`config.mk`:
```
export PLATFORM = sky130hd
export DESIGN_NAME = cartridge_top
export DESIGN_NICKNAME = d
export VERILOG_FILES = /design/src/hw/cart_pkg.sv /design/src/hw/bank_table.sv /design/src/hw/freeze_fsm.sv /design/src/hw/fastload_timer.sv /design/src/hw/mapper_regs.sv /design/src/hw/addr_translate.sv /design/src/hw/cartridge_top.sv
export SDC_FILE = /design/constraint.sdc
export NUM_CORES = 1
export LEC_CHECK = 0
export CORE_MARGIN = 2
export CORE_UTILIZATION = 42
export CTS_BUF_LIST = sky130_fd_sc_hd__clkbuf_4 sky130_fd_sc_hd__clkbuf_8 sky130_fd_sc_hd__clkbuf_16
export DETAILED_ROUTE_END_ITERATION = 6
export DONT_BUFFER_PORTS = 1
export GPL_ROUTABILITY_DRIVEN = 0
export PLACE_DENSITY_LB_ADDON = 0.15
export RECOVER_POWER = 50
export SYNTH_ARGS = -nofsm -noshare
export SYNTH_HDL_FRONTEND = slang
export SYNTH_SLANG_ARGS = --single-unit
```
`constraint.sdc`:
```
create_clock -name clk32 -period 5.7 [get_ports clk32]
set_clock_uncertainty 0.15 [all_clocks]
set_input_delay 0.57 -clock clk32 [delete_from_list [all_inputs] [get_ports clk32]]
set_output_delay 0.57 -clock clk32 [all_outputs]
set_load 0.02 [all_outputs]
```
`src/hw/cart_pkg.sv`:
```
package cart_pkg;

	// Address and bank geometry
	localparam int BANK_W         = 7;        // 8 KB bank within 1 MB
	localparam int TABLE_DEPTH    = 64;
	localparam int TABLE_IDX_W    = $clog2(TABLE_DEPTH);
	localparam int ADDR_W         = 16;
	localparam int SDRAM_W        = 24;
	localparam int BANK_BIT       = 13;
	localparam int ROM_REGION_BIT = 23;       // Marks the cartridge bank region

	// Port widths
	localparam int CART_ID_W = 16;
	localparam int LOAD_W    = 16;            // CRT chip packet header fields
	localparam int DATA_W    = 8;
	localparam int CNT_W     = 8;

	// Chip packet decode
	localparam logic [LOAD_W-1:0] HI_LOAD_ADDR = 16'h8000;
	localparam logic [LOAD_W-1:0] BANK_BYTES   = 16'h2000;

	// Epyx capacitor model
	localparam int FASTLOAD_CYCLES = 16384;
	localparam int FAST_CNT_W      = $clog2(FASTLOAD_CYCLES + 1);

	// Supported CRT hardware types
	localparam logic [CART_ID_W-1:0] CART_GENERIC   = 16'd0;
	localparam logic [CART_ID_W-1:0] CART_OCEAN     = 16'd5;
	localparam logic [CART_ID_W-1:0] CART_EPYX      = 16'd10;
	localparam logic [CART_ID_W-1:0] CART_FC12      = 16'd13;
	localparam logic [CART_ID_W-1:0] CART_MAGICDESK = 16'd19;
	localparam logic [CART_ID_W-1:0] CART_EASYFLASH = 16'd32;

	// Freeze state codes
	localparam logic [1:0] FRZ_ARMED     = 2'd0;
	localparam logic [1:0] FRZ_REQUESTED = 2'd1;
	localparam logic [1:0] FRZ_FROZEN    = 2'd2;

	// CPU byte written to the IO area
	typedef union packed {
		struct packed {
			logic [DATA_W-TABLE_IDX_W-1:0] unused;
			logic [TABLE_IDX_W-1:0]        bank;
		} ef_bank;
		struct packed {
			logic [4:0] unused;
			logic       jumper;
			logic       exrom_n;
			logic       game_n;
		} ef_ctrl;
		struct packed {
			logic              exrom;
			logic [BANK_W-1:0] bank;
		} md_bank;
	} io_data_t;

endpackage

```
`src/hw/bank_table.sv`:
```
`timescale 1ns/1ps

module bank_table import cart_pkg::*; (
	input  logic                   clk32,
	input  logic                   reset,
	input  logic                   cart_loading,
	input  logic                   cart_bank_wr,
	input  logic [LOAD_W-1:0]      cart_bank_num,
	input  logic [LOAD_W-1:0]      cart_bank_laddr,   // Load address from the chip packet
	input  logic [LOAD_W-1:0]      cart_bank_size,
	input  logic [SDRAM_W-1:0]     cart_bank_raddr,   // Where the packet sits in SDRAM
	input  logic [TABLE_IDX_W-1:0] sel_index,
	output logic [BANK_W-1:0]      lo_first,
	output logic [BANK_W-1:0]      hi_first,
	output logic [BANK_W-1:0]      lo_sel,
	output logic [BANK_W-1:0]      hi_sel,
	output logic [CNT_W-1:0]       bank_count
);

	logic [BANK_W-1:0] lo_banks [TABLE_DEPTH];
	logic [BANK_W-1:0] hi_banks [TABLE_DEPTH];
	logic              loading_q;
	logic [BANK_W-1:0] packet_bank;
	logic              in_range;

	assign packet_bank = cart_bank_raddr[BANK_BIT +: BANK_W];
	assign in_range    = (cart_bank_num < TABLE_DEPTH);

	// Table storage
	always_ff @(posedge clk32) begin
		if (cart_bank_wr && in_range) begin
			if (cart_bank_laddr <= HI_LOAD_ADDR) begin
				lo_banks[cart_bank_num[TABLE_IDX_W-1:0]] <= packet_bank;
				// 16 KB packet spills into the high half
				if (cart_bank_size > BANK_BYTES)
					hi_banks[cart_bank_num[TABLE_IDX_W-1:0]] <= packet_bank + 1'b1;
			end else begin
				hi_banks[cart_bank_num[TABLE_IDX_W-1:0]] <= packet_bank;
			end
		end
	end

	// Count restarts with each new CRT image
	always_ff @(posedge clk32) begin
		if (!reset) begin
			loading_q  <= 1'b0;
			bank_count <= '0;
		end else begin
			loading_q <= cart_loading;
			if (cart_loading && !loading_q)
				bank_count <= '0;
			else if (cart_bank_wr)
				bank_count <= bank_count + 1'b1;
		end
	end

	assign lo_first = lo_banks[0];
	assign hi_first = hi_banks[0];
	assign lo_sel   = lo_banks[sel_index];       // EasyFlash bank lookup
	assign hi_sel   = hi_banks[sel_index];

endmodule

```
`src/hw/freeze_fsm.sv`:
```
`timescale 1ns/1ps

module freeze_fsm import cart_pkg::*; (
	input  logic clk32,
	input  logic reset,
	input  logic freeze_key,
	input  logic nmi_ack,
	input  logic arm,          // Freeze allowed at all
	input  logic rearm,        // Cartridge IO access after a freeze
	output logic nmi,
	output logic freeze_ack
);

	logic [1:0] state;
	logic       key_q;
	logic       ack_q;
	logic       key_edge;
	logic       ack_edge;

	assign key_edge = freeze_key & ~key_q;
	assign ack_edge = nmi_ack & ~ack_q;

	always_ff @(posedge clk32) begin
		if (!reset) begin
			state      <= FRZ_ARMED;
			key_q      <= 1'b0;
			ack_q      <= 1'b0;
			freeze_ack <= 1'b0;
		end else begin
			key_q      <= freeze_key;
			ack_q      <= nmi_ack;
			freeze_ack <= 1'b0;
			case (state)
				FRZ_ARMED: begin
					if (arm && key_edge)
						state <= FRZ_REQUESTED;
				end
				FRZ_REQUESTED: begin
					// CPU has taken the NMI
					if (ack_edge) begin
						state      <= FRZ_FROZEN;
						freeze_ack <= 1'b1;
					end
				end
				FRZ_FROZEN: begin
					if (rearm)
						state <= FRZ_ARMED;
				end
				default: state <= FRZ_ARMED;
			endcase
		end
	end

	assign nmi = (state == FRZ_REQUESTED);

endmodule

```
`src/hw/fastload_timer.sv`:
```
`timescale 1ns/1ps

module fastload_timer import cart_pkg::*; (
	input  logic clk32,
	input  logic reset,
	input  logic charge,       // ROM or IO access tops up the capacitor
	input  logic enable,
	output logic expired
);

	logic [FAST_CNT_W-1:0] count;

	// Starts full so the cartridge is visible at power up
	always_ff @(posedge clk32) begin
		if (!reset) begin
			count <= FAST_CNT_W'(FASTLOAD_CYCLES);
		end else if (charge) begin
			count <= FAST_CNT_W'(FASTLOAD_CYCLES);
		end else if (enable && count != '0) begin
			count <= count - 1'b1;
		end
	end

	assign expired = (count == '0);  // Held until the next charge

endmodule

```
`src/hw/mapper_regs.sv`:
```
`timescale 1ns/1ps

module mapper_regs import cart_pkg::*; (
	input  logic                   clk32,
	input  logic                   reset,
	input  logic [CART_ID_W-1:0]   cart_id,
	input  logic [DATA_W-1:0]      cart_exrom,
	input  logic [DATA_W-1:0]      cart_game,
	input  logic                   ioe,
	input  logic                   iof,
	input  logic                   rom_l,
	input  logic                   mem_write,
	input  logic [ADDR_W-1:0]      c64_address,
	input  logic [DATA_W-1:0]      c64_data,
	input  logic [BANK_W-1:0]      lo_first,
	input  logic [BANK_W-1:0]      hi_first,
	input  logic [BANK_W-1:0]      lo_sel,
	input  logic [BANK_W-1:0]      hi_sel,
	input  logic [CNT_W-1:0]       bank_count,
	input  logic                   freeze_ack,
	input  logic                   expired,
	output logic [TABLE_IDX_W-1:0] sel_index,
	output logic [BANK_W-1:0]      bank_lo,
	output logic [BANK_W-1:0]      bank_hi,
	output logic [BANK_W-1:0]      ioe_bank,
	output logic [BANK_W-1:0]      iof_bank,
	output logic                   ioe_ena,
	output logic                   iof_ena,
	output logic                   exrom_override,
	output logic                   game_override,
	output logic                   fastload_charge,
	output logic                   fastload_enable,
	output logic                   freeze_rearm
);

	logic     ioe_q;
	logic     iof_q;
	logic     stb_ioe;
	logic     stb_iof;
	logic     ioe_wr;
	logic     init_n;      // Low for one cycle after reset
	io_data_t io_d;

	assign stb_ioe = ioe & ~ioe_q;
	assign stb_iof = iof & ~iof_q;
	assign ioe_wr  = stb_ioe & mem_write;
	assign io_d    = io_data_t'(c64_data);

	assign sel_index       = io_d.ef_bank.bank;
	assign fastload_charge = (cart_id == CART_EPYX) & (~init_n | ioe | rom_l);
	assign freeze_rearm    = (cart_id == CART_FC12) & stb_ioe;

	always_ff @(posedge clk32) begin
		if (!reset) begin
			ioe_q           <= 1'b0;
			iof_q           <= 1'b0;
			init_n          <= 1'b0;
			bank_lo         <= '0;
			bank_hi         <= '0;
			ioe_bank        <= '0;
			iof_bank        <= '0;
			ioe_ena         <= 1'b0;
			iof_ena         <= 1'b0;
			exrom_override  <= 1'b1;
			game_override   <= 1'b1;
			fastload_enable <= 1'b0;
		end else begin
			ioe_q  <= ioe;
			iof_q  <= iof;
			init_n <= 1'b1;

			case (cart_id)
				// Lines straight from the CRT header
				CART_GENERIC: begin
					exrom_override <= cart_exrom[0];
					game_override  <= cart_game[0];
					bank_lo        <= lo_first;
					bank_hi        <= hi_first;
				end

				// Same bank mirrored at $8000 and $A000
				CART_OCEAN: begin
					exrom_override <= 1'b0;
					game_override  <= 1'b0;
					if (ioe_wr) begin
						bank_lo <= {1'b0, c64_data[5:0]};
						bank_hi <= {1'b0, c64_data[5:0]};
					end
				end

				CART_EPYX: begin
					if (fastload_charge) begin
						fastload_enable <= init_n;     // Timer idles until first access
						exrom_override  <= 1'b0;
						game_override   <= 1'b1;
						iof_ena         <= 1'b1;
						iof_bank        <= '0;
					end else if (fastload_enable && expired) begin
						exrom_override <= 1'b1;       // Capacitor drained, cart off
					end
				end

				// ******************************************************************
				// Final Cartridge 1/2, IOE hides the ROM and IOF restores it
				// ******************************************************************
				CART_FC12: begin
					if (!init_n) begin
						bank_lo        <= '0;
						bank_hi        <= 7'd1;
						exrom_override <= 1'b0;
						game_override  <= 1'b0;
						ioe_bank       <= '0;
						iof_bank       <= '0;
						ioe_ena        <= 1'b1;
						iof_ena        <= 1'b1;
					end
					if (freeze_ack)
						game_override <= 1'b0;        // Ultimax for the freeze menu
					if (stb_ioe) begin
						exrom_override <= 1'b1;
						game_override  <= 1'b1;
					end
					if (stb_iof) begin
						exrom_override <= 1'b0;
						game_override  <= 1'b0;
					end
				end

				CART_MAGICDESK: begin
					if (!init_n) begin
						exrom_override <= 1'b0;
						game_override  <= 1'b1;
						bank_lo        <= '0;
					end
					if (ioe_wr) begin
						// Bank width follows the image size
						if (bank_count <= 8'd16)
							bank_lo <= {3'b000, io_d.md_bank.bank[3:0]};
						else if (bank_count <= 8'd32)
							bank_lo <= {2'b00, io_d.md_bank.bank[4:0]};
						else if (bank_count <= 8'd64)
							bank_lo <= {1'b0, io_d.md_bank.bank[5:0]};
						else
							bank_lo <= io_d.md_bank.bank;
						exrom_override <= io_d.md_bank.exrom;
					end
				end

				// ******************************************************************
				// EasyFlash, $DE00 bank select and $DE02 control
				// ******************************************************************
				CART_EASYFLASH: begin
					if (!init_n) begin
						iof_bank       <= '0;
						iof_ena        <= 1'b1;
						exrom_override <= 1'b1;       // Boot in Ultimax
						game_override  <= 1'b0;
						bank_lo        <= lo_first;
						bank_hi        <= hi_first;
					end
					if (ioe_wr) begin
						if (c64_address[1]) begin
							game_override  <= ~io_d.ef_ctrl.game_n & io_d.ef_ctrl.jumper;
							exrom_override <= ~io_d.ef_ctrl.exrom_n;
						end else begin
							bank_lo <= lo_sel;
							bank_hi <= hi_sel;
						end
					end
				end

				default: ;
			endcase
		end
	end

endmodule

```
`src/hw/addr_translate.sv`:
```
`timescale 1ns/1ps

module addr_translate import cart_pkg::*; (
	input  logic               cart_attached,
	input  logic               rom_l,
	input  logic               rom_h,
	input  logic               ioe,
	input  logic               iof,
	input  logic               mem_write,
	input  logic               mem_ce,
	input  logic [ADDR_W-1:0]  c64_address,
	input  logic [BANK_W-1:0]  bank_lo,
	input  logic [BANK_W-1:0]  bank_hi,
	input  logic [BANK_W-1:0]  ioe_bank,
	input  logic [BANK_W-1:0]  iof_bank,
	input  logic               ioe_ena,
	input  logic               iof_ena,
	output logic [SDRAM_W-1:0] sdram_address,
	output logic               mem_ce_out
);

	logic ioe_ce;
	logic iof_ce;

	// Low address bits kept, bank and region bit above them
	function automatic logic [SDRAM_W-1:0] map_bank(input logic [BANK_W-1:0] bank,
	                                                input logic [ADDR_W-1:0] addr);
		logic [SDRAM_W-1:0] mapped;
		mapped                       = '0;
		mapped[BANK_BIT-1:0]         = addr[BANK_BIT-1:0];
		mapped[BANK_BIT +: BANK_W]   = bank;
		mapped[ROM_REGION_BIT]       = 1'b1;
		return mapped;
	endfunction

	assign ioe_ce     = ioe & ioe_ena & ~mem_write;   // IO pages are read only here
	assign iof_ce     = iof & iof_ena & ~mem_write;
	assign mem_ce_out = mem_ce | ioe_ce | iof_ce;

	always_comb begin
		sdram_address = SDRAM_W'(c64_address);
		if (cart_attached) begin
			if (rom_l && !mem_write) sdram_address = map_bank(bank_lo, c64_address);
			if (rom_h && !mem_write) sdram_address = map_bank(bank_hi, c64_address);
			if (ioe_ce)              sdram_address = map_bank(ioe_bank, c64_address);  // $DExx
			if (iof_ce)              sdram_address = map_bank(iof_bank, c64_address);  // $DFxx
		end
	end

endmodule

```
`src/hw/cartridge_top.sv`:
```
`timescale 1ns/1ps

module cartridge_top import cart_pkg::*; (
	input  logic                 clk32,
	input  logic                 reset,
	input  logic                 romL,
	input  logic                 romH,
	input  logic                 IOE,
	input  logic                 IOF,
	input  logic                 mem_write,
	input  logic                 mem_ce,
	input  logic [CART_ID_W-1:0] cart_id,
	input  logic [DATA_W-1:0]    cart_exrom,
	input  logic [DATA_W-1:0]    cart_game,
	input  logic [LOAD_W-1:0]    cart_bank_laddr,
	input  logic [LOAD_W-1:0]    cart_bank_size,
	input  logic [LOAD_W-1:0]    cart_bank_num,
	input  logic [SDRAM_W-1:0]   cart_bank_raddr,
	input  logic                 cart_bank_wr,
	input  logic                 cart_attached,
	input  logic                 cart_loading,
	input  logic [ADDR_W-1:0]    c64_mem_address_in,
	input  logic [DATA_W-1:0]    c64_data_out,
	input  logic                 freeze_key,
	input  logic                 nmi_ack,
	output logic [SDRAM_W-1:0]   sdram_address_out,
	output logic                 mem_ce_out,
	output logic                 exrom,
	output logic                 game,
	output logic                 nmi
);

	logic [TABLE_IDX_W-1:0] sel_index;
	logic [BANK_W-1:0]      lo_first, hi_first, lo_sel, hi_sel;
	logic [CNT_W-1:0]       bank_count;
	logic [BANK_W-1:0]      bank_lo, bank_hi, ioe_bank, iof_bank;
	logic                   ioe_ena, iof_ena;
	logic                   exrom_override, game_override;
	logic                   fastload_charge, fastload_enable, expired;
	logic                   freeze_rearm, freeze_ack;

	// Lines float high with no cartridge
	assign exrom = ~cart_attached | exrom_override;
	assign game  = ~cart_attached | game_override;

	bank_table u_bank_table (
		.clk32, .reset, .cart_loading, .cart_bank_wr, .cart_bank_num, .cart_bank_laddr,
		.cart_bank_size, .cart_bank_raddr, .sel_index,
		.lo_first, .hi_first, .lo_sel, .hi_sel, .bank_count
	);

	freeze_fsm u_freeze_fsm (
		.clk32, .reset, .freeze_key, .nmi_ack,
		.arm(cart_attached), .rearm(freeze_rearm), .nmi, .freeze_ack
	);

	fastload_timer u_fastload_timer (
		.clk32, .reset, .charge(fastload_charge), .enable(fastload_enable), .expired
	);

	mapper_regs u_mapper_regs (
		.clk32, .reset, .cart_id, .cart_exrom, .cart_game,
		.ioe(IOE), .iof(IOF), .rom_l(romL), .mem_write,
		.c64_address(c64_mem_address_in), .c64_data(c64_data_out),
		.lo_first, .hi_first, .lo_sel, .hi_sel, .bank_count, .freeze_ack, .expired,
		.sel_index, .bank_lo, .bank_hi, .ioe_bank, .iof_bank, .ioe_ena, .iof_ena,
		.exrom_override, .game_override, .fastload_charge, .fastload_enable, .freeze_rearm
	);

	addr_translate u_addr_translate (
		.cart_attached, .rom_l(romL), .rom_h(romH), .ioe(IOE), .iof(IOF), .mem_write,
		.mem_ce, .c64_address(c64_mem_address_in), .bank_lo, .bank_hi, .ioe_bank,
		.iof_bank, .ioe_ena, .iof_ena, .sdram_address(sdram_address_out), .mem_ce_out
	);

endmodule

```
-- After elaboration in Yosys (flattened, before gate mapping)
Memory sizes are Yosys's and may differ from the RTL's.
Cells that the tools add are included.
- output and inout bits: 28
- memory bits (writable): 896
- logic and storage cells: 163
- bits in registers: 58
- memories: 2
- input bits: 141
- memory list (memory ; depth ; bits a word ; read ports ; clocked after memory_dff ; write ports ; line ; text):
    u_bank_table.hi_banks ; 64 ; 7 ; 2 ; 0 ; 1 ; bank_table.sv:21 ; logic [BANK_W-1:0] hi_banks [TABLE_DEPTH];
    u_bank_table.lo_banks ; 64 ; 7 ; 2 ; 0 ; 1 ; bank_table.sv:20 ; logic [BANK_W-1:0] lo_banks [TABLE_DEPTH];
- equality and inequality tests: 16
- bitwise gates (word level): 29
- add/sub/neg operators: 3
- mux-type cells: 60
- reductions and logical operators: 29
- order comparisons: 6
- operators with widths (operator ; number):
    24-bit 2-to-1 mux ; 5
    7-bit 2-to-1 mux ; 16
    7-bit one-hot mux with 5 select lines ; 1
    16-bit by 4-bit == test with 1-bit output (second input constant) ; 2
    1-bit 2-to-1 mux ; 29
    7-bit one-hot mux with 4 select lines ; 1
    16-bit by 3-bit == test with 1-bit output (second input constant) ; 1
    16-bit by 5-bit == test with 1-bit output (second input constant) ; 1
    16-bit by 6-bit == test with 1-bit output (second input constant) ; 1
    16-bit by 14-bit greater-than comparator with 1-bit output (second input constant) ; 1
    16-bit less-or-equal comparator (second input constant) ; 1
    16-bit logical NOT ; 1
    16-bit by 7-bit < comparator with 1-bit output (second input constant) ; 1
    15-bit logical NOT ; 1
    15-bit nonzero test ; 1
    15-bit by 1-bit subtractor with 15-bit output (second input constant) ; 1
    7-bit one-hot mux with 2 select lines ; 1
    1-bit AND ; 12
    1-bit one-hot mux with 6 select lines ; 2
    3-bit AND reduction ; 4
    2-bit != test (second input constant) ; 5
    1-bit inverter ; 10
    2-bit AND reduction ; 5
    8-bit by 1-bit adder with 8-bit output (second input constant) ; 1
    20 further kinds ; 39

-- Longest topological paths before layout
Gate-level depths: netlist of the first run.
- depth in word-level cells: 7
- mapped depth: 11
- mapped depth without buffers: 9

-- Modules after synthesis
A second synthesis of the first run with hierarchy kept.
- cells, all modules: 2141
- area total of the unflattened synthesis: 39142.5 um^2
- by module, submodules not included (module ; times used ; area each (um^2) ; seq. area each (um^2) ; cells each):
    bank_table ; 1 ; 35281.3 ; 27086.0 ; 1655
    mapper_regs ; 1 ; 2149.6 ; 440.4 ; 281
    fastload_timer ; 1 ; 862.1 ; 300.3 ; 100
    addr_translate ; 1 ; 644.4 ; 0.0 ; 87
    freeze_fsm ; 1 ; 192.7 ; 100.1 ; 16
    cartridge_top ; 1 ; 12.5 ; 0.0 ; 2

-- Worst setup path before layout of the first run
No wires, ideal clock.
- path type: input-to-reg
- start: in cart_bank_wr
- end: mem u_bank_table.hi_banks[0][6], data pin
- data required time: 5.015 ns
- data arrival time: 3.478 ns
- stages: 8
- setup slack: 1.538 ns
- library setup time: 0.535 ns
- path buffers: 2
- cell sequence: clkbuf_1 nor4b_1 nand3_1 or2_2 clkbuf_1 nand4_1 nor2_1 xor2_1
- cells in the longest elaborated chain, start to end: 4
- ends and longest elaborated chain (what ; line ; text):
    start, declared ; cartridge_top.sv:19 ; input logic cart_bank_wr,
    1-bit logical AND ; bank_table.sv:31 ; if (cart_bank_wr && in_range) begin
    1-bit 2-to-1 mux ; bank_table.sv:31 ;
    1-bit 2-to-1 mux (implied by the code) ; bank_table.sv:38 ; hi_banks[cart_bank_num[TABLE_IDX_W-1:0]] <= packet_bank;
    7-bit 2-to-1 mux (no line) ; - ;
    end, declared ; bank_table.sv:21 ;
No other way between the ends.

-- Final worst setup path of the first run
- start: in cart_bank_num[15]
- end: mem u_bank_table.hi_banks[12][1], data pin
- cells in the longest elaborated chain, start to end: 5
- ends and longest elaborated chain (what ; line ; text):
    start, declared ; cartridge_top.sv:17 ; input logic [LOAD_W-1:0] cart_bank_num,
    16-bit by 7-bit < comparator with 1-bit output ; bank_table.sv:27 ; assign in_range = (cart_bank_num < TABLE_DEPTH);
    1-bit logical AND ; bank_table.sv:31 ;
    1-bit 2-to-1 mux ; bank_table.sv:31 ;
    1-bit 2-to-1 mux (implied by the code) ; bank_table.sv:38 ;
    7-bit 2-to-1 mux (no line) ; - ;
No other way between the ends.

==> reports/qor.yml, run 1 <==
coreArea_mm2: 0.0903
area.growth.synth_to_final_pct: 10.8
hold_slack_ns: 0.0472
grt_max_degree: 244
synthArstFlopShare_pct: 0
grt_use_met1_pct: 28.8
grt.total_usage_pct: 20.8
synth_area_mm2: 0.0384
routed_wl_um: 97900
rsz0062_at_grt: "no"
violations: "max-capacitance violations, max-slew violations"
grt_pass1_vias: 20600
mostFrequentLayoutCells: "896 x edfxtp_1, 199 x nor2_1, 190 x mux4_2"
maxSlewViolCount: 511
hpwl_um: 57200
arrival_ns: 4.17
die-height_um: 306
critPathMostFrequentCell: "clkbuf_1"
synth_enable_flop_cells: 896
ir_drop_mv: 0.234
power_leakage_nw: 13.2
grt_busiest_layer: "met2"
power.density_mw_per_mm2: 341
netlist_instances: 2094
ys_warn_count: 0
cts_resized: 0
crit_required_ns: 5.74
path_max_fanout: 38
hold_viol: 0
cts_max_level: 3
viasPerCell: 5.94
clock-sinks: 947
path_class: "input port to flip-flop"
drv_cap: 10
synth.distinct_cells: 78
insertion_delay_ns: 0.66
setup_viol: 0
cts_buffers: 99
min_period_ns: 4.13
cp-start-kind: "input port"
design_area_mm2: 0.0426
fmax_ghz: 0.242
drt-initial-drc-count: 1903
cts-root-buf: "clkbuf_16"
cts.clk_slew.worst_paths_ns: 0.06
crit_path_cell_trace: "nor4b_1, clkbuf_1, nand3_1, or2_0, mux2_1, clkbuf_1"
layout-drive-gt1-share_pct: 18.3
die_w_um: 306
synth_area_per_cell_um2: 18.3
die-area_mm2: 0.0939
final_util_pct: 47.1
antenna_left: 0
synthFlopType: "edfxtp_1"
vias: 19900
met3_usage_pct: 3.78
tightest_slew_ns: 3.19
initial_core_util_pct: 42.5
antenna_found_initial: 0
io_buffers: 0
hold_class: "input port to flip-flop"
outcome: "finished, violations left"
row_count: 110
setup_tns_ns: 0
layout.nets: 2246
grt.overflow.total: 0
critical_path.slowest_cell: "clkbuf_1"
final_common_cell: "edfxtp_1"
relSlewSlack_pct: -113
period_share_pct: 72.5
io_pins: 169
slowest_delay_ns: 1.34
grt_pass1_wl_um: 142000
end_kind: "flip-flop"
ys_ff_latch: 947
place_area_mm2: 0.0393
seq_area_frac_synth_pct: 72.7
wl_per_cell_um: 29.2
drcViolationCount: 0
clockBufferDepth: 3
drt_first_pass_iters: 5
cts_tree: "done"
met2_usage_pct: 34.0
==> sequential cells by signal, summed over array words and instances, names as in the netlist, 2 cells and up <==
name / flops
u_freeze_fsm.state: 2
u_bank_table.lo_banks: 448
u_bank_table.hi_banks: 448
u_bank_table.bank_count: 8
u_fastload_timer.count: 15
u_mapper_regs.bank_hi: 7
u_mapper_regs.bank_lo: 7
==> per-layer routing <==
metal | vias up | share of wire, %
met5 | - | 0
met4 | 0 | 2.1
met3 | 127 | 6.8
met2 | 725 | 48
met1 | 10500 | 43
li1 | 8562 | -
==> per-stage QoR <==
| stage | total power, mW | cells | setup WS, ns |
|---|---|---|---|
| after floorplan | 8.23 | 2096 | 1.54 |
| after global placement | 8.29 | 3159 | 1.17 |
| after detailed placement | 8.30 | 3159 | 1.60 |
| after CTS | 14.6 | 3354 | 2.26 |
| after global routing | 14.9 | 3354 | 1.30 |
| final | 14.5 | 3356 | 1.57 |
==> power by group <==
group	total [mW]	switching, mW	internal [mW]
combinational	0.574	0.359	0.215
clock	6.27	2.65	3.62
sequential	7.65	0.00250	7.65
total	14.5	3.02	11.5
==> critical path: cells and delay by family <==
kind	cells	cell delay (ns)
muxes	1	0.84
buffers and inverters	2	1.67
and+or+nand+nor	3	1.05
==> worst paths after layout <==
check,start,endpoint,slack [ns],cells after the start
worst min register to register,u_fastload_timer.count[3],u_fastload_timer.count[3],0.34,2
worst max register to register,u_mapper_regs.ioe_q,u_mapper_regs.bank_hi[6],2.22,7
worst min-delay path,cart_bank_wr,u_bank_table.bank_count[6],0.05,3
worst max-delay path,cart_bank_num[15],u_bank_table.hi_banks[12][1],1.57,6
==> logic make-up (layout without fill, tap and decap cells) <==
logic type / after synthesis / after routing / synth area share (%)
buffers and inverters: 155 / 237 / 2.23
flip-flops: 947 / 947 / 72.7
other: 1 / 5 / 0.00976
adder cells (fa/ha/maj): 5 / 5 / 0.163
multiplexers: 262 / 262 / 13.8
XOR/XNOR: 21 / 21 / 0.479
AO/OA/AOI/OAI: 277 / 277 / 5.11
AND/OR/NAND/NOR: 426 / 426 / 5.44
==> timing repair <==
item / 4_1_cts / 5_1_grt
endpoints found under the hold margin: 475 / 0
hold buffers: 16 / 0
buffers inserted: 0 / 0
==> area by class of cell <==
cell class / count / area, µm²
well taps: 1176 / 1470
diodes: 2 / 5.00
multi-input cells: 994 / 9690
flip-flops and latches: 947 / 27900
inverters: 25 / 93.8
clock inverters: 59 / 464
clock buffers: 120 / 2690
repair buffers: 33 / 233
fillers: 7583 / 47700
==> Yosys cell counts (24+ instances only) <==
cell type | count | share of area [%]
edfxtp_1 | 896 | 70
inv_1 | 24 | 0.23
mux4_2 | 190 | 11
o21ai_0 | 30 | 0.39
nor2_1 | 200 | 2.0
a22oi_1 | 68 | 1.3
nand2_1 | 52 | 0.51
mux2i_1 | 46 | 1.2
buf_4 | 32 | 0.63
a21oi_1 | 63 | 0.82
dfxtp_1 | 51 | 2.7
clkbuf_1 | 58 | 0.57
No activity file was read; power rests on OpenSTA's default activity.
==> run 2: changes to the inputs <==
==> constraint.sdc (replaced) <==
create_clock -name clk32 -period 3.4 [get_ports clk32]
set_clock_uncertainty 0.15 [all_clocks]
set_input_delay 0.34 -clock clk32 [delete_from_list [all_inputs] [get_ports clk32]]
set_output_delay 0.34 -clock clk32 [all_outputs]
set_load 0.02 [all_outputs]
==> run 2 against run 1 <==
The run still ends with max-capacitance violations, max-slew violations left; global-route usage barely moved; sequential power rose by 67%; sequential share of layout area fell by 2.4 points; combinational power rose by 81%; power rose by 66%; count of clock-buffer cells in the layout rose by 11; non-clock buffer count rose by 222; critical path depth rose by 3; sequential cell count did not move; die area did not move.
==> reports/qor.yml, run 2 (synthesized netlist as in run 1, its figures left out) <==
arrival_ns: 3.09
power.density_mw_per_mm2: 545
final_util_pct: 49.0
ir_drop_mv: 0.379
hold_viol: 0
relSlewSlack_pct: -62.0
setup_viol: 0
power_leakage_nw: 14.2
cts_resized: 0
drt-initial-drc-count: 2299
cts_tree: "done"
area.growth.synth_to_final_pct: 15.1
violations: "max-capacitance violations, max-slew violations"
met3_usage_pct: 3.57
met2_usage_pct: 33.9
grt_busiest_layer: "met2"
post_cts_buffers: 0
hold_path_startpoint: "cart_id[0]"
path_max_fanout: 20
io_pins: 169
fillerInstances: 7456
hpwl_um: 59000
antenna_found_initial: 1
row_count: 110
viasPerCell: 5.81
die-area_mm2: 0.0939
critPathLaunch: "cart_bank_num[15]"
end_kind: "flip-flop"
grt_pass1_vias: 20900
setup_tns_ns: 0
antenna_left: 0
cp-start-kind: "input port"
io_buffers: 0
insertion_delay_ns: 0.67
diodes: 0
cts_max_level: 3
r2r-start: "u_bank_table.hi_banks[39][1]"
clock-sinks: 947
grt_use_met1_pct: 29.6
hold_buffers: 40
tightest_slew_ns: 2.43
crit_required_ns: 3.57
min_period_ns: 2.92
initial_core_util_pct: 42.5
mostFrequentLayoutCells: "896 x edfxtp_1, 199 x nor2_1, 190 x mux4_2"
outcome: "finished, violations left"
routed_wl_um: 98200
die-height_um: 306
wl_per_cell_um: 27.5
cts-root-buf: "clkbuf_16"
total_power_mw: 24.1
fmax_ghz: 0.342
maxSlewViolCount: 196
final_common_cell: "edfxtp_1"
clockBufferDepth: 3
drcViolationCount: 0
drv_cap: 3
grt.overflow.total: 0
die_w_um: 306
period_share_pct: 85.9
rsz0062_at_grt: "no"
grt.total_usage_pct: 20.8
cts.clk_slew.worst_paths_ns: 0.06
path_class: "input port to flip-flop"
grt_pass1_wl_um: 142000
hold_class: "input port to flip-flop"
coreArea_mm2: 0.0903
cts_buffers: 97
vias: 20800
grt_max_degree: 244
layout.nets: 2466
drt_first_pass_iters: 5
layout-drive-gt1-share_pct: 22.9
run 2: cell types whose count changed in the layout (fill, tap and decap cells not counted), moves of 5 or more:
| cell | before | now |
|---|---|---|
| o21ai_1 | 0 | 5 |
| clkbuf_16 | 102 | 97 |
| clkbuf_2 | 0 | 8 |
| clkinv_2 | 22 | 15 |
| buf_12 | 0 | 15 |
| dlygate4sd3_1 | 9 | 33 |
| clkbuf_4 | 18 | 35 |
| buf_4 | 14 | 138 |
| clkbuf_1 | 10 | 57 |
| o21ai_0 | 35 | 30 |
run 2: final timing paths:
kind	slack (ns)	endpoint	cells past startpoint
worst max register to register	0.72	u_mapper_regs.bank_hi[1]	6
worst max-delay path	0.48	u_bank_table.hi_banks[61][4]	9
worst min-delay path	0.04	u_mapper_regs.ioe_ena	4
worst min register to register	0.35	u_mapper_regs.bank_lo[5]	1
run 2: area by class of cell:
| class | instances | area [µm²] | share of cell area (%) |
|---|---|---|---|
| Timing Repair Buffer | 255 | 1980 | 4.48 |
| Inverter | 25 | 93.8 | 0.212 |
| Tap cell | 1176 | 1470 | 3.33 |
| Clock buffer | 131 | 2680 | 6.07 |
| Multi-Input combinational cell | 994 | 9670 | 21.9 |
| Clock inverter | 48 | 380 | 0.860 |
| Sequential cell | 947 | 27900 | 63.2 |
run 2: power by group:
part	total [mW]	switching, mW	internal (mW)
sequential	12.8	0.00661	12.8
combinational	1.04	0.620	0.418
clock	10.3	4.33	5.92
run 2: metrics by stage:
| stage | instance area (µm²) | hold slack (ns) | instances | worst slack [ns] |
|---|---|---|---|---|
| detailed placement | 41200 | 0.220 | 3357 | 0.614 |
| CTS | 44800 | 0.00221 | 3576 | 0.732 |
| floorplan | 38500 | 0.218 | 2096 | 0.188 |
| finish | 44200 | 0.0414 | 3576 | 0.479 |
| global placement | 41200 | 0.221 | 3357 | 0.609 |
| global route | 44200 | 0.0457 | 3576 | 0.308 |
run 2: critical path, stage by stage:
cell      delay, ns
nor4b_1        0.27
clkbuf_1       0.35
nand3_1        0.13
clkbuf_1       0.23
or2_0          0.42
nand4_1        0.20
clkbuf_1       0.12
xnor2_1        0.24
clkbuf_1       0.76
run 2: routing by layer:
layer / wire (µm) / vias up / part of all wire, %
met5: 0 / - / 0
met4: 1630 / 0 / 1.7
met1: 42900 / 11000 / 44
met2: 47300 / 672 / 48
li1: - / 9003 / -
met3: 6380 / 115 / 6.5
